### src/intc_settings.svh
// ---------------------------------------------------------------------
// Interrupt and timer block settings: widths, IRQ count, TSC IRQ line
// ---------------------------------------------------------------------

`ifndef INTC_SETTINGS_SVH
`define INTC_SETTINGS_SVH

// Data and MSR width
`define INTC_DW 32

// Number of level IRQ lines
`define INTC_NIRQ 32

// Line that also carries the timestamp counter interrupt
`define INTC_TSC_IRQ_LINE 0

// Flops in the IRQ input synchronizer, last one is IRR
`define INTC_SYNC_STAGES 2

// Every line starts masked
`define INTC_IMR_RESET {`INTC_DW{1'b1}}

`endif

### src/verilog/intc_pkg.sv
// ---------------------------------------------------------------------
// Shared types for the IRQC/TSC MSR port and timer control fields
// ---------------------------------------------------------------------

package intc_pkg;

   // Addressable machine-specific registers
   typedef enum logic [1:0]
   {
      MSR_IMR = 2'd0,   // Interrupt mask
      MSR_IRR = 2'd1,   // Interrupt request, read only
      MSR_TSR = 2'd2,   // Timestamp counter
      MSR_TCR = 2'd3    // Timer control
   } msr_sel_e;

   // TCR layout
   // [31] EN, [30] I, [29] P, [27:0] CNT compare value
   localparam int TCR_EN    = 31;  // Counter enable
   localparam int TCR_I     = 30;  // Interrupt enable
   localparam int TCR_P     = 29;  // Pending flag
   localparam int TCR_CNT_W = 28;  // Compare field width

endpackage

### src/verilog/tsc.sv
// ---------------------------------------------------------------------
// Timestamp counter with compare match, sticky pending flag and IRQ
// ---------------------------------------------------------------------

`timescale 1ns/10ps

`include "intc_settings.svh"

module tsc
(
   input                      clk,
   input                      rst_n,
   input  logic               tsr_we,
   input  logic               tcr_we,
   input  logic [`INTC_DW-1:0] wdata,
   output logic [`INTC_DW-1:0] tsr,
   output logic [`INTC_DW-1:0] tcr,
   output logic               tsc_irq
);

   logic [`INTC_DW-1:0]           tsr_q;
   logic [`INTC_DW-1:0]           tcr_q;
   logic [`INTC_DW-1:0]           tsr_nxt;
   logic [`INTC_DW-1:0]           tcr_nxt;
   logic                          cnt_en;
   logic                          cnt_irq_en;
   logic                          cnt_pend;
   logic [intc_pkg::TCR_CNT_W-1:0] cnt_cmp;
   logic                          cnt_hit;

   // Control field decode
   assign cnt_en     = tcr_q[intc_pkg::TCR_EN];
   assign cnt_irq_en = tcr_q[intc_pkg::TCR_I];
   assign cnt_pend   = tcr_q[intc_pkg::TCR_P];
   assign cnt_cmp    = tcr_q[intc_pkg::TCR_CNT_W-1:0];

   // Compare only the low bits covered by CNT
   assign cnt_hit = cnt_en & (tsr_q[intc_pkg::TCR_CNT_W-1:0] == cnt_cmp);

   // Next counter value
   always_comb
   begin
      tsr_nxt = tsr_q;
      if (tsr_we)
      begin
         tsr_nxt = wdata;                     // Write wins over counting
      end
      else if (cnt_en)
      begin
         tsr_nxt = tsr_q + `INTC_DW'(1);
      end
   end

   // Next control value
   always_comb
   begin
      tcr_nxt = tcr_q;
      if (tcr_we)
      begin
         tcr_nxt = wdata;                     // Also the only way to clear P
      end
      else if (cnt_hit)
      begin
         tcr_nxt[intc_pkg::TCR_P] = 1'b1;     // Sticky until rewritten
      end
   end

   always_ff @(posedge clk or negedge rst_n)
   begin
      if (!rst_n)
      begin
         tsr_q <= '0;
         tcr_q <= '0;
      end
      else
      begin
         tsr_q <= tsr_nxt;
         tcr_q <= tcr_nxt;
      end
   end

   // Level interrupt while pending and enabled
   assign tsc_irq = cnt_pend & cnt_irq_en;

   assign tsr = tsr_q;
   assign tcr = tcr_q;

endmodule

### src/verilog/irqc.sv
// ---------------------------------------------------------------------
// Interrupt controller: synchronizes level IRQs into IRR, masks by IMR
// ---------------------------------------------------------------------

`timescale 1ns/10ps

`include "intc_settings.svh"

module irqc
(
   input                        clk,
   input                        rst_n,
   input  logic [`INTC_NIRQ-1:0] irqs_lvl,
   input  logic                 ire,
   input  logic                 imr_we,
   input  logic [`INTC_DW-1:0]   wdata,
   output logic [`INTC_DW-1:0]   imr,
   output logic [`INTC_DW-1:0]   irr,
   output logic                 intr
);

   logic [`INTC_NIRQ-1:0] sync_q [`INTC_SYNC_STAGES];
   logic [`INTC_NIRQ-1:0] irr_q;
   logic [`INTC_DW-1:0]   imr_q;
   logic [`INTC_NIRQ-1:0] irq_unmasked;

   // Input synchronizer, lines are asynchronous to clk
   always_ff @(posedge clk or negedge rst_n)
   begin
      if (!rst_n)
      begin
         for (int i = 0; i < `INTC_SYNC_STAGES; i++)
         begin
            sync_q[i] <= '0;
         end
      end
      else
      begin
         sync_q[0] <= irqs_lvl;
         for (int i = 1; i < `INTC_SYNC_STAGES; i++)
         begin
            sync_q[i] <= sync_q[i-1];
         end
      end
   end

   // Last synchronizer stage is the request register
   assign irr_q = sync_q[`INTC_SYNC_STAGES-1];

   // Mask register, a set bit blocks its line
   always_ff @(posedge clk or negedge rst_n)
   begin
      if (!rst_n)
      begin
         imr_q <= `INTC_IMR_RESET;
      end
      else if (imr_we)
      begin
         imr_q <= wdata;
      end
   end

   assign irq_unmasked = irr_q & ~imr_q[`INTC_NIRQ-1:0];

   // No extra flop here, latency is the synchronizer only
   assign intr = ire & (|irq_unmasked);

   assign imr = imr_q;
   assign irr = `INTC_DW'(irr_q);

endmodule

### src/verilog/timer_intc_top.sv
// ---------------------------------------------------------------------
// Timer and interrupt block: TSC IRQ merge, MSR write decode, read mux
// ---------------------------------------------------------------------

`timescale 1ns/10ps

`include "intc_settings.svh"

module timer_intc_top
(
   input                         clk,
   input                         rst_n,
   input  logic [`INTC_NIRQ-1:0]  irqs,
   input  logic                  ire,
   input  logic                  msr_we,
   input  intc_pkg::msr_sel_e    msr_sel,
   input  logic [`INTC_DW-1:0]    msr_wdata,
   output logic [`INTC_DW-1:0]    msr_rdata,
   output logic                  intr
);

   logic [`INTC_NIRQ-1:0] irqs_lvl;
   logic [`INTC_DW-1:0]   tsr;
   logic [`INTC_DW-1:0]   tcr;
   logic [`INTC_DW-1:0]   imr;
   logic [`INTC_DW-1:0]   irr;
   logic                  tsc_irq;
   logic                  tsr_we;
   logic                  tcr_we;
   logic                  imr_we;

   // Per-register write enables, IRR writes are dropped
   assign imr_we = msr_we & (msr_sel == intc_pkg::MSR_IMR);
   assign tsr_we = msr_we & (msr_sel == intc_pkg::MSR_TSR);
   assign tcr_we = msr_we & (msr_sel == intc_pkg::MSR_TCR);

   tsc tsc_i
   (
      .clk     (clk),
      .rst_n   (rst_n),
      .tsr_we  (tsr_we),
      .tcr_we  (tcr_we),
      .wdata   (msr_wdata),
      .tsr     (tsr),
      .tcr     (tcr),
      .tsc_irq (tsc_irq)
   );

   // Timer IRQ shares its line with the external source
   always_comb
   begin
      irqs_lvl = irqs;
      irqs_lvl[`INTC_TSC_IRQ_LINE] = irqs[`INTC_TSC_IRQ_LINE] | tsc_irq;
   end

   irqc irqc_i
   (
      .clk      (clk),
      .rst_n    (rst_n),
      .irqs_lvl (irqs_lvl),
      .ire      (ire),
      .imr_we   (imr_we),
      .wdata    (msr_wdata),
      .imr      (imr),
      .irr      (irr),
      .intr     (intr)
   );

   // Combinational read-back
   always_comb
   begin
      case (msr_sel)
         intc_pkg::MSR_IMR: msr_rdata = imr;
         intc_pkg::MSR_IRR: msr_rdata = irr;
         intc_pkg::MSR_TSR: msr_rdata = tsr;
         intc_pkg::MSR_TCR: msr_rdata = tcr;
         default:           msr_rdata = '0;
      endcase
   end

endmodule

### config.mk
export PLATFORM = sky130hd
export DESIGN_NAME = timer_intc_top
export DESIGN_NICKNAME = d
export VERILOG_FILES = /design/src/verilog/intc_pkg.sv /design/src/verilog/tsc.sv /design/src/verilog/irqc.sv /design/src/verilog/timer_intc_top.sv
export VERILOG_INCLUDE_DIRS = /design/src
export SDC_FILE = /design/constraint.sdc
export NUM_CORES = 1
export LEC_CHECK = 0
export BUFFER_PORTS_ARGS = -buffer_cell sky130_fd_sc_hd__buf_2
export CAP_MARGIN = 20
export CORE_MARGIN = 10
export CORE_UTILIZATION = 45
export CTS_BUF_LIST = sky130_fd_sc_hd__clkbuf_8
export DETAILED_ROUTE_END_ITERATION = 6
export PLACE_DENSITY_LB_ADDON = 0.25
export SLEW_MARGIN = 20
export SYNTH_ARGS = -nofsm -noshare
export SYNTH_HDL_FRONTEND = slang
export SYNTH_SLANG_ARGS = --single-unit
### constraint.sdc
create_clock -name clk -period 1.6 [get_ports clk]
set_input_delay 0.08 -clock clk [delete_from_list [all_inputs] [get_ports clk]]
set_output_delay 0.08 -clock clk [all_outputs]
set_load 0.03 [all_outputs]
# --- After elaboration in Yosys (flattened, before gate mapping) ---
# Index checks and enable logic that the tools add are counted.
totals:
  wordCells: 29
  register_bits: 160
  out_inout_bits: 33
classes:
  n_bitwise: 9
  eq_ne: 4
  n_reduce_logical: 4
  mux: 5
  addsub: 1
ops:
  columns: ["operator", "n"]
  rows:
  - ["one-hot mux 32 bit (4 select lines)", 1]
  - ["2-to-1 mux 32 bit", 2]
  - ["adder 32 x 1 -> 32 bit (second input constant)", 1]
  - ["AND 32 bit", 1]
  - ["NOT 32 bit", 1]
  - ["OR reduction 32 bit", 1]
  - ["equality test 28 bit", 1]
  - ["AND 1 bit", 6]
  - ["equality test 2 bit (second input constant)", 2]
  - ["nonzero test 2 bit", 2]
  - ["equality test 2 x 1 -> 1 bit (second input constant)", 1]
  - ["logical NOT 2 bit", 1]
  - ["2-to-1 mux 1 bit", 2]
  - ["bitwise OR 1 bit", 1]

# --- Longest topological paths before layout ---
logic_depth:
  word_depth: 4
  mapped_depth: 7
  ltp_nobuf: 6

# --- Modules after synthesis ---
# Synthesis repeated with hierarchy kept, for this count alone.
hier_totals:
  hier_cells: 576
  area_unflattened_um2: 7688.6
by_module_without_submodules:
  columns: ["module", "cells_each", "seq_area_each_um2", "instances", "area_per_inst_um2"]
  rows:
  - ["irqc", 218, 2442.3, 1, 3484.6]
  - ["tsc", 314, 1601.5, 1, 3353.2]
  - ["timer_intc_top", 44, 0.0, 1, 850.8]

# --- Least setup slack after synthesis ---
# Ideal clock, no wire load.
synth_path:
  path_type: "register -> register"
  from: "register tsc_i.tsr_q[0] (netlist: tsc_i.tsr[0])"
  to: "register tsc_i.tsr_q[14] (netlist: tsc_i.tsr[14])"
  synth_period_minus_slack_ps: 1622
  setup_time_ps: 129
  required_ps: 1471
  path_slack_ps: -22
  path_stages_with_launch: 7
  n_path_buf: 0
  arrival_ps: 1493
  cell_sequence: "dfrtp_1 -> ha_1 -> nand4_2 -> nor4_4 -> nand4_1 -> xor2_1 -> o21ai_2"
synth_between:
  elab_chain_cells: 3
synth_lines:
  columns: ["element", "line_no", "text"]
  rows:
  - ["start, declared", "tsc.sv:21", "logic [`INTC_DW-1:0] tsr_q;"]
  - ["start signal, assigned", "tsc.sv:77", "tsr_q <= tsr_nxt;"]
  - ["adder 32 x 1 -> 32 bit", "tsc.sv:50", "tsr_nxt = tsr_q + `INTC_DW'(1);"]
  - ["2-to-1 mux 32 bit", "tsc.sv:48", "else if (cnt_en)"]
  - ["2-to-1 mux 32 bit", "tsc.sv:44", "if (tsr_we)"]
# No other way between the ends. The select of a mux whose other input is x is not followed.
# A chain may end at the register's enable or synchronous reset.

# --- Final worst setup path ---
layout_path:
  from: "register irqc_i.imr_q[6] (netlist: irqc_i.imr[6])"
  to: "output port intr"
layout_between:
  elab_chain_cells: 4
layout_lines:
  columns: ["element", "line_no", "text"]
  rows:
  - ["start, declared", "irqc.sv:24", "logic [`INTC_DW-1:0] imr_q;"]
  - ["start signal, assigned", "irqc.sv:55", "imr_q <= `INTC_IMR_RESET;"]
  - ["start signal, assigned", "irqc.sv:59", "imr_q <= wdata;"]
  - ["NOT 32 bit", "irqc.sv:63", "assign irq_unmasked = irr_q & ~imr_q[`INTC_NIRQ-1:0];"]
  - ["AND 32 bit", "irqc.sv:63", null]
  - ["OR reduction 32 bit", "irqc.sv:66", "assign intr = ire & (|irq_unmasked);"]
  - ["AND 1 bit", "irqc.sv:66", null]
  - ["end, declared", "timer_intc_top.sv:19", "output logic intr"]
# No other way between the ends.

==> run metrics <==
outcome=finished, violations left; failing checks=negative setup slack; routed via count=5,449; worst endpoint required time=1.52 ns; hpwl dp=14,200 um; TritonRoute pass-1 iters=4; commonest non-fill, non-tap cell in the layout=dfrtp_1; Layout Skew=0.0147 ns; Synth area leader=dfrtp_1; GRT overflow=0; number of global-route vias before repair=6,068; Worst Hold Class=in2async; Max Fclk=489 MHz; Power per Cell Area=1200 mW/mm^2; initial antenna violation count=0; core area=0.0158 sq mm; Final Hold Viols=0; dpl cells=873; TritonCTS clock tree=yes; Mapped Avg Cell Area=13.4 sq um; GPL Wtd Cong=0.952; H-tree Lvls=4; clk root buf=clkbuf_8; CP Max Fanout=3; num ports=103; wirelength, routed=21,200 um; Area contributors post-synth=dfrtp_1 44%, dfstp_2 12%, mux2_2 9.8%; first-pass GRT wire length=33,500 um; Syn Nets=608; Final Setup Violations=42; Die Ht=147 um; post-route DRC violation count=0; Synth-to-Final Area Change=46.5%; Layout Cells excl Fill=1,047; worst relative slew slack=70.2%; WL/cell=20.2 um; most frequent cells in the layout=116 x dfrtp_1, 90 x buf_4, 68 x buf_2; clk buf depth=2; Setup CP Type=reg2out; Synth top area share=44.4%; Yosys cell types=38; Initial Util=45.7%; FF+latch count, synth=160; max-cap violation count=0; crit path cell chain=o22ai_1 > nor4_2 > buf_4 > a41oi_2 > buf_6; CTS Buf Count=17; pin count of the biggest net entering global routing=65; vias per std cell=5.20; CP Capture Type=output pin; Total Die Area=0.0215 sq mm; crit path time final=2.05 ns; unrepaired setup endpoints after global routing=yes; post-synthesis compound-gate area fraction=4.18%; VDD IR-drop max=685 uV; worst setup margin=-0.447 ns; actual slew at the worst max-slew pin=0.448 ns; post-synthesis adder-cell area fraction=0.174%; mux share of post-synthesis cell area=20.0%; simple-gate share of the synthesized area=8.28%; Skew-Pair Late Insertion Delay=0.47 ns; ant diodes=0; largest family of logic cells by synthesized area=multiplexers; leakage=4.58 nW; yosys warns=0; Worst EP arrival=1.97 ns; Worst path max stage delay=0.56 ns; TritonCTS Sinks=160; Post-Route Setup TNS=-3.81 ns; Iteration-0 DRC Markers=387; share of cells above drive strength 1=53.8%; Critical-path top delay cell=dfstp_2; Mapped Cells=537; nets=889; FP Rows=46; Seq/Total Area, Yosys=56.1%; CTS clk-pin slew, worst paths=0.09 ns; I/O Buffers=102; Startpoint Class=flop; max-slew violation count=0; chip width=147 um; Mapped Area=0.00721 sq mm; XOR/XNOR share of the synthesized area=7.17%; fin crit share=128%; Total GRT Usage=19.9%; Final ANT Viol Nets=0
==> critical path, delay by kind of cell (launching register included) <==
kind            cells  cell delay [ns]
buf+inv             2             0.35
compound gates      2             0.27
flops               1             0.56
simple gates        1             0.33
==> kinds of logic (layout without fill, tap and decap cells) <==
group                    count (synthesis)  count (layout)
multiplexers                            96              96
flip-flops                             160             160
AO/OA/AOI/OAI                           51              51
buffers and inverters                   64             358
AND/OR/NAND/NOR                        106             106
XOR/XNOR                                59              59
adder cells (fa/ha/maj)                  1               1
==> power breakdown <==
part	internal, mW	switching [mW]
Sequential	4.75	0.471
Combinational	2.31	1.95
Clock	1.58	1.57
==> flip-flops by register name, indices dropped and copies added (netlist names) <==
register       cells
irqc_i.sync_q     32
tsc_i.tsr         32
irqc_i.imr        32
irqc_i.irr        32
tsc_i.tcr         32
==> synthesized netlist by cell type, drive strengths merged <==
master and number:
dfrtp 128, mux2 63, nand2 43, inv 35
dfstp 32, mux4 32, o21ai 32, xor2 32
xnor2 27, buf 19, nand3 16, o22ai 16
nand4 13, nor4 10, clkbuf 9, and4 7
nor2 7, and3 5, nor3 3, a21o 1
a31oi 1, a41oi 1, and2 1, dlygate4sd1 1
ha 1, mux2i 1, nor3b 1
==> final timing paths <==
kind,startpoint,to,slack [ns],depth (start not counted)
worst max-delay path,irqc_i.imr[6]$_DFFE_PN1P_,intr,-0.45,5
worst max register to register,tsc_i.tsr[0]$_DFFE_PN0P_,tsc_i.tsr[28]$_DFFE_PN0P_,-0.18,8
min in group clk,irqs[19],irqc_i.sync_q[51]$_DFF_PN0_,0.24,2
max in group asynchronous,rst_n,irqc_i.imr[22]$_DFFE_PN1P_,0.82,3
worst min register to register,irqc_i.sync_q[47]$_DFF_PN0_,irqc_i.irr[15]$_DFF_PN0_,0.35,0
worst min-delay path,rst_n,irqc_i.irr[17]$_DFF_PN0_,0.09,2
==> what timing repair did <==
action,in CTS,in global routing
hold buffers,65,0
endpoints found under the setup margin,44,56
endpoints found under the hold margin,263,0
gates cloned,1,0
setup buffers,64,14
pin swaps,18,25
resized for setup,123,36
==> area by class of cell <==
type,instances,area (sq um)
fill,1153,5210
sequential,160,4060
multi-input combinational,313,3160
timing repair buffer,291,2520
tap,216,270
clock buffer,18,248
clock inverter,14,166
inverter,35,131
==> per-stage QoR <==
| step | util [%] | hold slack (ns) | setup WS [ns] | instance area, sq um | total power, mW |
|---|---|---|---|---|---|
| after floorplan | - | -0.216 | -0.00475 | 7220 | 7.05 |
| after global placement | 52.8 | 0.0338 | -0.158 | 8320 | 8.10 |
| after detailed placement | 52.8 | 0.0352 | -0.144 | 8320 | 8.17 |
| after CTS | 65.3 | 0.0802 | -0.448 | 10300 | 12.5 |
| after global routing | 66.9 | 0.119 | -0.505 | 10600 | 13.2 |
| final | 66.9 | 0.0860 | -0.447 | 10600 | 12.6 |
==> layer usage <==
metal / up-vias / global-route usage, % / share of wire, %
li1: 2452 / - / -
met1: 2799 / 24.5 / 41
met2: 168 / 33.2 / 52
met5: - / 0 / 0
met4: 0 / 7.11 / 2.1
met3: 30 / 5.01 / 5.4
No activity file was read; power rests on OpenSTA's default activity.
